File: src/common/fixed_pkg.sv
// ========================================
// fixed-point types for Q5.10 arithmetic
// ========================================
`default_nettype none

package fixed_pkg;

    // ========================================
    // widths
    // ========================================
    localparam int Q_WIDTH = 16;

    // signed value, 10 fraction bits
    typedef logic signed [Q_WIDTH-1:0] q5_10_t;

    // full product of two Q5.10 values (Q10.20)
    typedef logic signed [2*Q_WIDTH-1:0] q_prod_t;

endpackage

`default_nettype wire

File: src/inv_sqrt/seed_lut.sv
// ========================================
// initial guess for 1/sqrt(v), looked up
// from the upper byte of the variance
// ========================================
`timescale 1ns/1ps
`default_nettype none

module seed_lut
    import fixed_pkg::*;
(
    input  wire logic   clk,
    input  wire logic   rst_n,
    input  wire logic   en,
    input  wire q5_10_t variance_in,
    output q5_10_t      variance_out,
    output q5_10_t      x0
);

    q5_10_t seed;

    // ========================================
    // seed table
    // ========================================
    // coarse steps over small variances, a few spot
    // entries above, 0.25 for everything else
    always_comb begin
        case (variance_in[15:8])
            8'h00:                      seed = 16'sh0C00;  // ~3.0
            8'h01:                      seed = 16'sh0800;  // ~2.0
            8'h02:                      seed = 16'sh0599;  // ~1.4
            8'h03:                      seed = 16'sh0466;  // ~1.1
            8'h04:                      seed = 16'sh0400;  // 1.0
            8'h05:                      seed = 16'sh0399;  // ~0.9
            8'h06:                      seed = 16'sh0333;  // ~0.8
            8'h07, 8'h08:               seed = 16'sh02CC;  // ~0.7
            8'h09, 8'h0A, 8'h0B, 8'h0C: seed = 16'sh0266;  // ~0.6
            8'h0D, 8'h0E, 8'h0F, 8'h10: seed = 16'sh0200;  // 0.5
            8'h28:                      seed = 16'sh0133;  // var near 10
            8'h40:                      seed = 16'sh00CC;  // var near 16
            default:                    seed = 16'sh0100;  // 0.25
        endcase
    end

    // ========================================
    // stage 0 register
    // ========================================
    always_ff @(posedge clk or negedge rst_n) begin
        if (!rst_n) begin
            variance_out <= '0;
            x0           <= '0;
        end else if (en) begin
            variance_out <= variance_in;
            x0           <= seed;
        end
    end

endmodule

`default_nettype wire

File: config.mk
export PLATFORM = sky130hd
export DESIGN_NAME = seed_lut
export DESIGN_NICKNAME = d
export VERILOG_FILES = /design/src/common/fixed_pkg.sv /design/src/inv_sqrt/seed_lut.sv
export SDC_FILE = /design/constraint.sdc
export NUM_CORES = 1
export LEC_CHECK = 0
export ABC_AREA = 1
export BUFFER_PORTS_ARGS = -buffer_cell sky130_fd_sc_hd__buf_4
export CAP_MARGIN = 5
export CORE_AREA = 2 2 63 65
export CTS_CLUSTER_DIAMETER = 60
export CTS_CLUSTER_SIZE = 20
export DETAILED_ROUTE_END_ITERATION = 12
export DIE_AREA = 0 0 65 67
export GPL_ROUTABILITY_DRIVEN = 0
export PLACE_DENSITY = 0.73
export REMOVE_ABC_BUFFERS = 1
export SETUP_SLACK_MARGIN = 0.15
export SLEW_MARGIN = 20
export SYNTH_ARGS = -nofsm -noshare
export SYNTH_HDL_FRONTEND = slang
export SYNTH_SLANG_ARGS = --single-unit
File: constraint.sdc
create_clock -name clk -period 0.8 [get_ports clk]
set_input_delay 0.04 -clock clk [delete_from_list [all_inputs] [get_ports clk]]
set_output_delay 0.04 -clock clk [all_outputs]
set_load 0.01 [all_outputs]
==> flow_metrics.tcl <==
set metrics [dict create \
    outcome "complete, but fails checks" \
    violations "negative setup slack" \
    first_global_vias 1282 \
    multi_input_area_um2 645.6 \
    fill_cells 289 \
    cpMaxStageDelayCell "dfrtp_1" \
    cp.arrival_ps 830 \
    numClockSinks 24 \
    ys_warn_count 0 \
    power_density_nw_per_um2 1341 \
    cts-root-buf "clkbuf_8" \
    irDropWorstVdd_mv 0.6488 \
    path_clk_slew_ps 80 \
    avgSynthCellArea_um2 7.431 \
    holdCritPathClass "input pin to register" \
    endpoint_kind "output port" \
    start_kind "register" \
    setup_tns_ps -1252 \
    crit_path_max_incr_delay_ps 430 \
    period_needed_ps 873.2 \
    drt_pass1_iterations 4 \
    routed_wl_um 3708 \
    dieWidth_um 65 \
    synth.cell_area_um2 1226 \
    seqCellArea_um2 600.6 \
    crit_type "register to output port" \
    ys_seq_elements 24 \
    power_leakage_nw 1.216 \
    clock.fmax_mhz 1145 \
    setup_ws_ps -73.25 \
    gr-total-overflow 0 \
    gr-usage-all-layers_pct 16.70 \
    required_ps 760 \
    path_cells "buf_6" \
    dr_total_vias 1320 \
    rows 22 \
    postRouteAntennaNets 0 \
    wl_per_cell_um 12.79 \
    clockBufferDepth 2 \
    antenna_cells 0 \
    maxCapViolCount 0 \
    nets 262 \
    port_buffers 46 \
    antenna_found_initial 0 \
    synth.distinct_cells 19 \
    yosysSeqAreaShare_pct 48.98 \
    synthCells 165 \
    grt_pass1_wl_um 5492 \
    crit_buf_inv 1 \
    vias_per_cell 4.552 \
    clock_skew_ps 0 \
    pin_count 51 \
    area_growth_pct 82.86 \
    finalSetupViolations 29 \
    hpwl_um 2069 \
    drive_gt1_share_pct 47.93 \
    cp_top_family "flip-flops" \
    slew_violations 0 \
    rsz0062_at_grt "yes" \
    cts_tree "done" \
    drt_iter0_markers 65 \
    grt_max_degree 25 \
    insertion_delay_ps 270 \
    die_area_um2 4355 \
    cts_buffers 3 \
    cts_htree_levels 1 \
    postLayoutCoreUtil_pct 62.18 \
    die_y_um 67 \
    hold_violations 0 \
    start_util_pct 34.00 \
    core_um2 3606 \
    fin_crit_sh_pct 109.2 \
    drc_errors 0 \
    cp_max_fo 3 \
]
[path summary, 6_finish.rpt]
| check | end | start | slack (ps) | cells past startpoint |
|---|---|---|---|---|
| max | x0[1] | x0[5] | -70 | 1 |
| min | variance_out[14] | variance_in[14] | 30 | 3 |
| max reg2reg | x0[11] | x0[11] | -20 | 2 |
| min reg2reg | variance_out[2] | variance_out[2] | 500 | 2 |
| max in group asynchronous | variance_out[10] | rst_n | 360 | 2 |
| min in group asynchronous | variance_out[7] | rst_n | 200 | 2 |
[placed cells by master, fill, tap and decap left out, drive strengths merged]
cell / count
dlygate4sd3: 5
nor3: 1
dfrtp: 24
conb: 4
clkbuf: 4
a32o: 1
nand4: 1
nand3: 4
dlymetal6s4s: 4
nor2: 27
o21ai: 12
nand2: 68
o211a: 1
inv: 11
a21oi: 1
buf: 74
[area by class of cell]
type | count | share of cell area, %
Timing Repair Buffer | 83 | 36.77
Multi-Input combinational cell | 120 | 28.79
Sequential cell | 24 | 26.79
Tap cell | 48 | 2.679
Inverter | 11 | 2.511
Clock buffer | 4 | 2.455
[per-layer routing]
metal / GRT usage, % / wire length, um / vias up
li1: - / - / 650
met1: 18.11 / 1460 / 618
met2: 30.54 / 2016 / 45
met3: 3.209 / 175 / 7
met4: 9.043 / 55 / 0
met5: 0 / 0 / -
[power by group]
part           leakage (nW)  switching [W]  internal, W  total (W)
Combinational         0.887       0.000361     0.000459   0.000819
Clock                0.0288       0.000383     0.000440   0.000822
Sequential            0.300      0.0000691      0.00130    0.00136
[cell families after synthesis]
family                 synth area share, %
flip-flops                           48.98
AO/OA/AOI/OAI                        7.245
other                               0.3058
buffers and inverters                10.20
AND/OR/NAND/NOR                      33.27
[metrics by stage]
step,instances,area (um2),hold WS (ps),worst slack (ps),power [W]
6_report,290,2242,34.57,-73.25,0.003006
5_1_grt,290,2242,42.59,-108.3,0.003177
4_1_cts,280,2057,50.37,-81.80,0.002898
3_5_place_dp,262,1657,-41.27,-226.4,0.001892
3_3_place_gp,262,1657,-49.17,-250.7,0.001886
2_1_floorplan,155,1154,-255.6,-138.6,0.001563
[cells in the mapped netlist, drive strengths merged]
library cell / n / area share [%]
o211a: 1 / 0.82
nand3: 4 / 1.6
inv: 11 / 3.4
nand4: 1 / 0.51
o21ai: 12 / 4.9
dfrtp: 24 / 49
buf: 10 / 5.9
a32o: 1 / 0.82
nand2: 68 / 21
conb: 1 / 0.31
a21oi: 1 / 0.71
nor2: 27 / 9.5
clkbuf: 3 / 0.92
nor3: 1 / 0.41
[timing repair]
item / 4_1_cts / 5_1_grt
endpoints found under the hold margin: 32 / 0
endpoints found under the setup margin: 37 / 51
buffers inserted: 5 / 10
gates resized for setup: 62 / 36
pin swaps: 19 / 23
hold buffers: 9 / 0
[state kept, by name (all words and copies together), names as in the netlist]
register / count
variance_out: 16
x0: 8
No activity file was read; power rests on OpenSTA's default activity.
