<file path="src/common/inv_sqrt_defs.svh">
// ========================================
// constants for the reciprocal sqrt unit
// fixed-point format, vector length, depth
// ========================================
`ifndef INV_SQRT_DEFS_SVH
`define INV_SQRT_DEFS_SVH

// Q5.10 fraction width
`define INV_SQRT_FRAC_BITS 10

// elements in the difference vector
`define INV_SQRT_DIFF_LEN 16

// stages from input to output register
`define INV_SQRT_NUM_STAGES 9

// 3.0 in Q5.10
`define INV_SQRT_THREE 16'h0C00

`endif

</file>
<file path="src/common/fixed_pkg.sv">
// ========================================
// fixed-point types for Q5.10 arithmetic
// ========================================
`default_nettype none

package fixed_pkg;

    // ========================================
    // widths
    // ========================================
    localparam int Q_WIDTH = 16;

    // signed value, 10 fraction bits
    typedef logic signed [Q_WIDTH-1:0] q5_10_t;

    // full product of two Q5.10 values (Q10.20)
    typedef logic signed [2*Q_WIDTH-1:0] q_prod_t;

endpackage

`default_nettype wire

</file>
<file path="src/inv_sqrt/newton_iter.sv">
// ========================================
// one Newton step for 1/sqrt(v):
// x' = x * (3 - v * x^2) / 2, four stages
// ========================================
`timescale 1ns/1ps
`default_nettype none

`include "inv_sqrt_defs.svh"

module newton_iter
    import fixed_pkg::*;
(
    input  wire logic       clk,
    input  wire logic       rst_n,
    input  wire logic [3:0] en,
    input  wire q5_10_t     variance_in,
    input  wire q5_10_t     x_in,
    output q5_10_t          variance_out,
    output q5_10_t          x_out
);

    localparam int FRAC = `INV_SQRT_FRAC_BITS;

    // stage results
    q5_10_t x_sq;       // x^2
    q5_10_t var_x_sq;   // v * x^2
    q5_10_t three_sub;  // 3 - v * x^2

    // operands delayed alongside
    q5_10_t x_d1, x_d2, x_d3;
    q5_10_t var_d1, var_d2, var_d3;

    // full-width products
    q_prod_t prod_sq;
    q_prod_t prod_var;
    q_prod_t prod_out;

    assign prod_sq  = x_in * x_in;
    assign prod_var = var_d1 * x_sq;
    assign prod_out = x_d3 * three_sub;

    always_ff @(posedge clk or negedge rst_n) begin
        if (!rst_n) begin
            x_sq         <= '0;
            var_x_sq     <= '0;
            three_sub    <= '0;
            x_d1         <= '0;
            x_d2         <= '0;
            x_d3         <= '0;
            var_d1       <= '0;
            var_d2       <= '0;
            var_d3       <= '0;
            x_out        <= '0;
            variance_out <= '0;
        end else begin
            // ========================================
            // square, scale, subtract, multiply
            // ========================================
            if (en[0]) begin
                x_sq   <= q5_10_t'(prod_sq >>> FRAC);  // keep low 16 bits
                x_d1   <= x_in;
                var_d1 <= variance_in;
            end
            if (en[1]) begin
                var_x_sq <= q5_10_t'(prod_var >>> FRAC);
                x_d2     <= x_d1;
                var_d2   <= var_d1;
            end
            if (en[2]) begin
                three_sub <= q5_10_t'(`INV_SQRT_THREE) - var_x_sq;
                x_d3      <= x_d2;
                var_d3    <= var_d2;
            end
            if (en[3]) begin
                // extra bit of shift does the divide by two
                x_out        <= q5_10_t'(prod_out >>> (FRAC + 1));
                variance_out <= var_d3;
            end
        end
    end

endmodule

`default_nettype wire

</file>
<file path="config.mk">
export PLATFORM = sky130hd
export DESIGN_NAME = newton_iter
export DESIGN_NICKNAME = d
export VERILOG_FILES = /design/src/common/fixed_pkg.sv /design/src/inv_sqrt/newton_iter.sv
export VERILOG_INCLUDE_DIRS = /design/src /design/src/common
export SDC_FILE = /design/constraint.sdc
export NUM_CORES = 2
export LEC_CHECK = 0
export BUFFER_PORTS_ARGS = -buffer_cell sky130_fd_sc_hd__buf_2
export CAP_MARGIN = 20
export CORE_ASPECT_RATIO = 1.2
export CORE_MARGIN = 3
export CORE_UTILIZATION = 37
export DETAILED_ROUTE_END_ITERATION = 10
export PLACE_DENSITY = 0.6
export SLEW_MARGIN = 20
export SYNTH_ARGS = -nofsm -noshare
export SYNTH_HDL_FRONTEND = slang
export SYNTH_SLANG_ARGS = --single-unit
</file>
<file path="constraint.sdc">
create_clock -name clk -period 7.3 [get_ports clk]
set_input_delay 1.095 -clock clk [delete_from_list [all_inputs] [get_ports clk]]
set_output_delay 1.095 -clock clk [all_outputs]
set_load 0.05 [all_outputs]
</file>
==> reports/qor.yml <==
floorplanning:
  start_util_pct: 37.6
  ios: 70
  rows: 113
  fp.dieW_um: 266
  core_area_sq_um: 79700
  fp.dieH_um: 318
  die_area_sq_um: 84500
timing:
  hold_viol: 0
  rsz0062_at_grt: "false"
  worst_slew_pin_slew_ns: 0.897
  slew_violations: 0
  finalSetupViolCount: 0
  fin_skew_ns: 0.0227
  max-slew-margin-rel_pct: 40.2
  hold-worst-slack_ns: 0.483
  fin_crit_ns: 6.63
  fin_setup_tns_ns: 0
  fmax_mhz: 151
  finalCritPeriodShare_pct: 90.9
route:
  dr.pass1.iters: 5
  dr_wl_met3_mm: 2.14
  wl_mm: 67.1
  ant_nets: 0
  wl_met2_mm: 35.8
  met1_length_mm: 28.1
  drt_iter0_drc: 762
  top_layer: "met4"
  wl_per_cell_um: 16.3
  via_count: 19400
  drc: 0
  vias_per_cell: 4.69
global_routing:
  grt_pass1_vias: 21800
  grt_pass1_wl_mm: 115
  grt_antenna_before_repair: 1
  grt_start_max_net_pins: 79
  grtUsageTotal_pct: 17.1
  overflow: 0
placement:
  dpl.hpwl_mm: 56.2
  io_buffers: 69
  dp_cells: 4095
  finalWeightedCongestion: 0.836
cts:
  cts_made_buffers: 17
  cts_root_buf: "clkbuf_16"
  clock-sinks: 176
  post_cts_resized: 0
  cts_tree: "yes"
  cts_hold_buf: 0
  htreeDepth: 4
  clk_path_buf_depth: 2
  clkLatencyLatePin_ns: 0.49
  cts.clk_slew.worst_paths_ns: 0.09
  cts_setup_buffers: 0
setup_path:
  crit_path_max_incr_delay_ns: 0.78
  arrival_ns: 7.00
  critPathCaptureType: "flop"
  critPathKind: "flop to flop"
  crit_buf_inv: 5
  required_ns: 7.67
  reg2regPathDepth: 21
  r2r-start: "var_d1[7]"
  cp_slowest_cell: "dfrtp_1"
  rrSetupSlack_ns: 0.67
  startpoint_type: "flop"
  crit_top_cell: "fa_1"
  critPathTopFamily: "adder cells"
  reg2reg_to: "var_x_sq[12]"
  crit_fanout: 14
  critPathLaunch: "var_d1[7]"
  path_cells: "nand2_1 > fa_1 > inv_1 > fa_1 > inv_1 > fa_1 > inv_1 > fa_1 > fa_1 > inv_1 > fa_1 > inv_1 > ha_1 > a21oi_1 > nand2_1 > a221oi_1 > a211oi_2 > o31a_1 > o31a_1 > or3_1 > a31o_1"
logic_synthesis:
  avgSynthCellArea_sq_um: 9.88
  netlist_area_sq_um: 30000
  synth_flop_cell: "dfrtp_1"
  syn_inst: 3036
  synthArstFlopShare_pct: 100
  synth-seq-cells: 176
  synth_cell_types: 52
  yosysWarnings: 0
  ys_seq_area_share_pct: 14.7
  synth_edf_count: 0
  syn-num-nets: 3906
cells_and_area:
  antenna_cells: 0
  fin_cells: 4127
  seqCellArea_sq_um: 4400
  fill_cells: 8002
  area_growth_pct: 7.72
  nNetsFinal: 3949
  multi_input_area_sq_um: 22200
  drive_above_1_share_pct: 10.6
run_status:
  status: "finished clean"
worst_hold_path:
  hold_start: "x_out[14]"
  hp-class: "flop to flop"
  hold_path_end: "x_out[14]"
  holdPathStages: 2
flow_run:
  maxCapViolCount: 0
[worst register-to-register path: stages (launching register included)]
cell,delay [ns]
dfrtp_1,0.78
nand2_1,0.19
fa_1,0.57
inv_1,0.06
fa_1,0.50
inv_1,0.06
fa_1,0.53
inv_1,0.05
fa_1,0.47
fa_1,0.49
inv_1,0.05
fa_1,0.47
inv_1,0.04
ha_1,0.33
a21oi_1,0.17
nand2_1,0.09
a221oi_1,0.41
a211oi_2,0.12
o31a_1,0.35
o31a_1,0.28
or3_1,0.31
a31o_1,0.21
[cell usage after synthesis (all sizes together), types with 2 or more instances]
cell | number | area share [%]
a21oi | 24 | 0.40
a221oi | 2 | 0.058
o21a | 9 | 0.23
a31oi | 10 | 0.21
nand3 | 10 | 0.17
clkinv | 2 | 0.025
o22ai | 2 | 0.042
a21o | 14 | 0.35
nand2 | 314 | 3.9
xor2 | 25 | 0.73
and3 | 4 | 0.083
nand3b | 2 | 0.050
xnor2 | 85 | 2.5
a211oi | 12 | 0.32
clkbuf | 97 | 1.2
and4 | 5 | 0.15
nor2b | 12 | 0.25
o31ai | 6 | 0.15
dfrtp | 176 | 15
ha | 220 | 9.2
nor3 | 9 | 0.15
a211o | 3 | 0.088
or3 | 8 | 0.17
or2 | 4 | 0.083
nand4 | 4 | 0.083
nand2b | 20 | 0.42
o21ai | 24 | 0.40
inv | 797 | 10
o211ai | 6 | 0.15
o21bai | 2 | 0.050
a31o | 4 | 0.12
nor4 | 5 | 0.10
and2 | 278 | 5.8
nor2 | 59 | 0.74
o31a | 2 | 0.058
buf | 8 | 0.10
fa | 612 | 41
mux2 | 152 | 5.7
[worst max-delay path by stage]
stage              endpoint  cells after the start
6_report       var_x_sq[12]                     21
5_1_grt           x_out[15]                     20
4_1_cts           x_out[15]                     20
3_5_place_dp       x_sq[14]                     22
3_3_place_gp       x_sq[14]                     22
2_1_floorplan      x_sq[14]                     21
[per-stage QoR]
stage	util [%]	worst slack, ns	cell area, sq um
3_3_place_gp	39.8	0.360	31700
4_1_cts	40.5	0.592	32300
5_1_grt	40.5	0.302	32300
2_1_floorplan	-	0.680	30000
6_report	40.5	0.668	32300
3_5_place_dp	39.8	0.313	31700
[layer usage]
metal,up-vias,GRT usage [%]
li1,8994,-
met1,10100,21.3
met2,277,31.6
met3,50,2.07
met4,0,3.90
met5,-,0
[registers in the layout, summed over array words and instances, names as in the netlist]
register      cells
x_d1             16
var_d2           16
x_d2             16
x_sq             16
var_d3           16
variance_out     16
var_d1           16
x_d3             16
three_sub        16
var_x_sq         16
x_out            16
[kinds of logic after synthesis]
| group | share of synthesized area [%] |
|---|---|
| DFF | 14.7 |
| adders and majority gates | 50.0 |
| AOI/OAI and AO/OA | 2.80 |
| buffers and inverters | 11.3 |
| and+or+nand+nor | 12.3 |
| muxes | 5.71 |
| xor gates and xnor gates | 3.21 |
[cell usage in the layout (no fill, tap or decap), drive strengths merged, types with 18 or more instances in the layout]
master    n
xnor2    85
clkbuf   18
mux2    152
and2    278
a21oi    24
fa      612
xor2     25
nor2     59
ha      220
o21ai    24
nand2b   20
inv     805
buf     128
dfrtp   176
nand2   314
[final cells by class]
type,count,area share [%]
clock buffers,17,1.32
clock inverters,15,0.573
inverters,799,9.28
multi-input cells,1956,68.7
flip-flops and latches,176,13.6
well taps,1035,4.01
repair buffers,129,2.49
Power is left out: the tool's default activity adds up to more than one toggle a clock period on the data nets, which glitch-free logic cannot reach.
