**config.mk**
```make
export PLATFORM = sky130hd
export DESIGN_NAME = sideband_delay
export DESIGN_NICKNAME = d
export VERILOG_FILES = /design/src/common/fixed_pkg.sv /design/src/common/pipe_pkg.sv /design/src/logic/sideband_delay.sv
export VERILOG_INCLUDE_DIRS = /design/src /design/src/common
export SDC_FILE = /design/constraint.sdc
export NUM_CORES = 1
export LEC_CHECK = 0
export ABC_AREA = 1
export BUFFER_PORTS_ARGS = -buffer_cell sky130_fd_sc_hd__buf_2
export CAP_MARGIN = 15
export CORE_AREA = 4 4 41 43
export CTS_CLUSTER_DIAMETER = 100
export CTS_CLUSTER_SIZE = 30
export DETAILED_ROUTE_END_ITERATION = 8
export DIE_AREA = 0 0 45 47
export PLACE_DENSITY = 0.46
export SLEW_MARGIN = 0
export SYNTH_ARGS = -nofsm -noshare
export SYNTH_HDL_FRONTEND = slang
export SYNTH_SLANG_ARGS = --single-unit
```
**constraint.sdc**
```tcl
create_clock -name clk -period 0.8 [get_ports clk]
set_input_delay 0 -clock clk [delete_from_list [all_inputs] [get_ports clk]]
set_output_delay 0 -clock clk [all_outputs]
set_load 0.01 [all_outputs]
```
**src/common/inv_sqrt_defs.svh**
```systemverilog
// ========================================
// constants for the reciprocal sqrt unit
// fixed-point format, vector length, depth
// ========================================
`ifndef INV_SQRT_DEFS_SVH
`define INV_SQRT_DEFS_SVH

// Q5.10 fraction width
`define INV_SQRT_FRAC_BITS 10

// elements in the difference vector
`define INV_SQRT_DIFF_LEN 16

// stages from input to output register
`define INV_SQRT_NUM_STAGES 9

// 3.0 in Q5.10
`define INV_SQRT_THREE 16'h0C00

`endif

```
**src/common/fixed_pkg.sv**
```systemverilog
// ========================================
// fixed-point types for Q5.10 arithmetic
// ========================================
`default_nettype none

package fixed_pkg;

    // ========================================
    // widths
    // ========================================
    localparam int Q_WIDTH = 16;

    // signed value, 10 fraction bits
    typedef logic signed [Q_WIDTH-1:0] q5_10_t;

    // full product of two Q5.10 values (Q10.20)
    typedef logic signed [2*Q_WIDTH-1:0] q_prod_t;

endpackage

`default_nettype wire

```
**src/common/pipe_pkg.sv**
```systemverilog
// ========================================
// pipeline types: stage enables and the
// difference-vector payload
// ========================================
`default_nettype none

`include "inv_sqrt_defs.svh"

package pipe_pkg;

    import fixed_pkg::*;

    // one load enable per stage, bit 0 = seed, top bit = output
    typedef logic [`INV_SQRT_NUM_STAGES-1:0] stage_en_t;

    // difference vector carried beside the math
    typedef q5_10_t [`INV_SQRT_DIFF_LEN-1:0] diff_vec_t;

endpackage

`default_nettype wire

```
**src/logic/sideband_delay.sv**
```systemverilog
// ========================================
// enable-gated delay line for data that
// travels beside the datapath
// ========================================
`timescale 1ns/1ps
`default_nettype none

`include "inv_sqrt_defs.svh"

module sideband_delay
    import pipe_pkg::*;
#(
    parameter type payload_t = logic
) (
    input  wire logic      clk,
    input  wire logic      rst_n,
    input  wire stage_en_t stage_en,
    input  wire payload_t  data_in,
    output payload_t       data_out
);

    localparam int NS = `INV_SQRT_NUM_STAGES;

    payload_t pipe_q [NS];  // one slot per stage

    always_ff @(posedge clk or negedge rst_n) begin
        if (!rst_n) begin
            for (int k = 0; k < NS; k++) begin
                pipe_q[k] <= '0;
            end
        end else begin
            if (stage_en[0]) pipe_q[0] <= data_in;
            // each slot follows its own stage, holds otherwise
            for (int k = 1; k < NS; k++) begin
                if (stage_en[k]) pipe_q[k] <= pipe_q[k-1];
            end
        end
    end

    assign data_out = pipe_q[NS-1];

endmodule

`default_nettype wire

```
==> results.ini, run 1 <==
[placed_design]
dpl_cell_area_um2 = 439
routabilityCongestion = 0.660
dp_hpwl_um = 469
dp_slack_ns = 0.209
place_inst = 72
io_buffers = 12

[status]
status = completed

[setup_path]
r2r-start = data_out
crit_arrival_ns = 0.77
critPathCaptureType = primary output
cp.buffers_inverters = 1
critical_path.startpoint_type = flip-flop
critical_path_class = reg -> out
cp_cell_sequence = buf_2
cp.required_ns = 0.80
slowest_delay_ns = 0.37
path_delay_family = flip-flops
cp-startpoint = data_out
path_max_fanout = 2
crit_slowest_cell = dfrtp_1

[clock_network]
cts_resized = 0
cts_sinks = 9
htree_levels = 1
cts_tree = built
numCtsBuffers = 3
clk_path_buf_depth = 2
path_clk_slew_ns = 0.06
clk_latency_ns = 0.26
cts_root_buf = clkbuf_4

[routing]
first_iter_violations = 1
routed_wl_um = 675
vias = 327
routedWlPerCell_um = 7.67
postRouteAntennaNets = 0
drcViolationCount = 0
viasPerCell = 3.72
drt_first_pass_iters = 2

[sta]
finalCritPeriodShare_pct = 96.1
slew_headroom_pct = 86.5
fin_crit_ns = 0.768
holdWs_ns = 0.114
slew_violations = 0
skew_ns = 0.00308
fmax_ghz = 1.30
worst_slew_pin_slew_ns = 0.203
finalSetupViolCount = 0
tns_ns = 0
worst_slack_ns = 0.0315
hold_viol = 0

[die]
die-area_um2 = 2120
die_width_um = 45
start_util_pct = 27.7
die_h_um = 47
coreArea_um2 = 1300
io_pins = 13
rows = 13

[synth]
ys_dominant_reg_cell = dfrtp_1
ys_async_sr_fraction_pct = 100
netlist_area_um2 = 360
synth_edf_count = 0
post-synth-top-area-fraction_pct = 62.5
ys_ff_latch = 9
ys_warn_count = 0
synth.most_common_cell = nand2_1
seq_area_frac_synth_pct = 62.5
syn_avg_cell_area_um2 = 8.01
ys_top_cells_by_count = nand2_1, dfrtp_1, inv_1
yosys.area.top_type = dfrtp_1
syn_nets = 57
synth_cell_types = 3
synthCells = 45
synth.area.top_cells = dfrtp_1, nand2_1, inv_1

[layout]
antenna_cells = 0
n_fill_cell = 129
post-route-util_pct = 44.8
post_route_cells_drive_above_1_share_pct = 21.9
stdcell_count = 88
finalInstanceArea_um2 = 583
areaGrowthSynthToFinish_pct = 61.8
nets = 86

[pwr]
p_leak_nw = 0.355
p_sw_share_pct = 23.9
power.internal_mw = 0.806
total_power_mw = 1.06
power_density_nw_per_um2 = 1820
peakVddDrop_uv = 999
switchingPower_mw = 0.253
clock_power_share_pct = 32.5
combPwrFrac_pct = 15.8
power_frac_seq_pct = 51.7

[global_route]
grt_usage_pct = 8.25
grt_pass1_vias = 281
grt_max_degree = 10
antenna_found_initial = 0
grt_overflow = 0
grt_pass1_wl_um = 1130

[job]
cap_violations = 0

[worst_hold_path]
hp-class = in -> async

==> cell usage in the layout, fill, tap and decap left out <==
master	synthesis	final
buf_2	0	12
nand2_1	27	27
buf_4	0	1
dlygate4sd3_1	0	11
clkbuf_1	0	1
inv_1	9	9
dfrtp_1	9	9
clkbuf_4	0	3
==> state kept, by name, indices dropped and copies added (netlist names) <==
name / cells
pipe_q: 8
data_out: 1
==> final timing paths <==
kind / slack (ns) / end / cells after the start
min reg2reg: 0.47 / pipe_q[2] / 2
min: 0.11 / data_out / 2
max in group asynchronous: 0.51 / pipe_q[4] / 2
max: 0.03 / data_out / 1
max reg2reg: 0.10 / data_out / 3
min in group clk: 0.47 / pipe_q[2] / 2
==> power groups by stage <==
stage	clock network, mW	registers [mW]	logic, mW
finish	0.344	0.548	0.167
global route	0.386	0.557	0.196
CTS	0.356	0.549	0.160
detailed placement	0	0.556	0.119
global placement	0	0.556	0.118
floorplan	0	0.554	0.0572
==> worst register-to-register path: stages (launching register included) <==
cell,delay (ns)
dfrtp_1,0.37
buf_4,0.12
nand2_1,0.05
nand2_1,0.05
==> metal layers <==
metal,GRT usage (%),vias up,routed length (um)
met4,3.51,0,6
met1,10.4,132,327
li1,-,181,-
met3,6.90,2,79
met5,0,-,0
met2,9.89,12,261
==> kinds of logic after synthesis <==
group | share of synthesized area (%)
AND/OR/NAND/NOR | 28.1
buffers and inverters | 9.37
flip-flops | 62.5
==> layout make-up <==
| class | instances | area, um^2 | area share [%] |
|---|---|---|---|
| Timing Repair Buffer | 24 | 178 | 30.5 |
| Tap cell | 15 | 18.8 | 3.22 |
| Sequential cell | 9 | 225 | 38.6 |
| Clock buffer | 4 | 26.3 | 4.51 |
| Multi-Input combinational cell | 27 | 101 | 17.4 |
| Inverter | 9 | 33.8 | 5.79 |
==> timing repair <==
action	in CTS	in global routing
setup endpoints to repair	0	1
setup buffers	0	1
hold buffers	11	0
endpoints found under the hold margin	18	0
(Power assumes the default switching activity.)
==> run 2, diff against run 1 <==
--- a/config.mk
+++ b/config.mk
@@ -15,6 +15,7 @@
 export DETAILED_ROUTE_END_ITERATION = 8
 export DIE_AREA = 0 0 45 47
 export PLACE_DENSITY = 0.46
+export RECOVER_POWER = 50
 export SLEW_MARGIN = 0
 export SYNTH_ARGS = -nofsm -noshare
 export SYNTH_HDL_FRONTEND = slang
==> run 2 against run 1 <==
Compared with the run above: total power about the same; first-iteration DRC count unchanged; critical path depth unchanged; clock skew unchanged; sequential cell count unchanged.
==> results.ini, run 2 (same netlist as run 1, synthesis figures left out) <==
[clock_network]
clk_latency_ns = 0.26
path_clk_slew_ns = 0.06
clk_path_buf_depth = 2
numCtsBuffers = 3
cts_sinks = 9
htree_levels = 1
cts_tree = built
cts_root_buf = clkbuf_4

[routing]
drcViolationCount = 0
routed_wl_um = 673
highest_layer = met4
drt-met1-wl_um = 325
postRouteAntennaNets = 0
wl_met2_um = 261
routedWlPerCell_um = 7.65
wl_met3_um = 79
viasPerCell = 3.72
first_iter_violations = 1
vias = 327
drt_first_pass_iters = 2

[setup_path]
critPathCaptureType = primary output
reg2reg_to = data_out
critical_path.startpoint_type = flip-flop
path_delay_family = flip-flops
crit_arrival_ns = 0.77
cp-startpoint = data_out
cp.required_ns = 0.80
worst-path-stages = 1
reg2regPathDepth = 3
critical_path_class = reg -> out
crit_slowest_cell = dfrtp_1
r2r_slack_ns = 0.10
cp_cell_sequence = buf_2
slowest_delay_ns = 0.37
r2r-start = data_out
path_max_fanout = 2
cp.buffers_inverters = 1

[layout]
nets = 86
top_register = pipe_q
final_common_cell = nand2_1
areaGrowthSynthToFinish_pct = 61.5
antenna_cells = 0
finalInstanceArea_um2 = 582
n_fill_cell = 130
layout_common_cells = nand2_1, dlygate4sd3_1, buf_2, inv_1, dfrtp_1
largest_reg_flops = 8
post_route_cells_drive_above_1_share_pct = 20.5

[pwr]
p_leak_nw = 0.352
total_power_mw = 1.06
power_density_nw_per_um2 = 1820
peakVddDrop_uv = 999

[die]
die-area_um2 = 2120
io_pins = 13
coreArea_um2 = 1300
rows = 13
start_util_pct = 27.7
die_width_um = 45
die_h_um = 47

[sta]
finalSetupViolCount = 0
worst_slack_ns = 0.0315
fmax_ghz = 1.30
finalCritPeriodShare_pct = 96.1
slew_violations = 0
tns_ns = 0
worst_slew_pin_slew_ns = 0.480
skew_ns = 0.00308
hold_viol = 0
fin_crit_ns = 0.768
slew_headroom_pct = 68.0

[global_route]
grt_pass1_wl_um = 1130
grt_overflow = 0
grt_max_degree = 10
grt_pass1_vias = 281
grt_usage_pct = 8.25
antenna_found_initial = 0

[worst_hold_path]
hp-class = in -> async

[placed_design]
routabilityCongestion = 0.660
dpl_cell_area_um2 = 439
dp_slack_ns = 0.209
dp_hpwl_um = 469
io_buffers = 12

[job]
cap_violations = 0

[status]
status = completed

==> run 2: changes by cell type in the layout (fill, tap and decap cells not counted) <==
cell      previous run  this run
buf_2               12        11
clkbuf_1             1         2
==> run 2: what timing repair did <==
| action | 4_1_cts | 5_1_grt |
|---|---|---|
| buffers inserted | 0 | 1 |
| setup endpoints to repair | 0 | 1 |
| hold buffers | 11 | 0 |
| endpoints found under the hold margin | 18 | 0 |
| resized for setup | 0 | 0 |
==> run 2: area by class of cell <==
cell class | count | area (um^2) | area share (%)
clock buffer | 4 | 26.3 | 4.52
sequential | 9 | 225 | 38.7
timing repair buffer | 24 | 176 | 30.3
tap | 15 | 18.8 | 3.23
multi-input combinational | 27 | 101 | 17.4
inverter | 9 | 33.8 | 5.81
==> run 2: stage by stage <==
stage	hold WS, ns	util [%]	cells
floorplan	-0.296	-	45
global placement	-0.137	33.8	72
detailed placement	-0.140	33.8	72
CTS	0.112	44.2	87
global route	0.261	44.7	88
finish	0.203	44.7	88
==> run 2: worst max-delay path by stage <==
stage | endpoint
after global routing | data_out
after detailed placement | pipe_q[6]
after floorplan | data_out
final | data_out
after global placement | pipe_q[7]
after CTS | data_out
==> run 2: power by group <==
group | switching [mW] | leakage, nW | internal [mW] | total [mW]
logic | 0.0698 | 0.221 | 0.0967 | 0.166
clock network | 0.152 | 0.0150 | 0.192 | 0.344
registers | 0.0309 | 0.117 | 0.517 | 0.548
==> run 2: metal layers <==
| layer | track usage, % | up-vias |
|---|---|---|
| li1 | - | 181 |
| met1 | 10.4 | 132 |
| met2 | 9.89 | 12 |
| met3 | 6.90 | 2 |
| met4 | 3.51 | 0 |
| met5 | 0 | - |
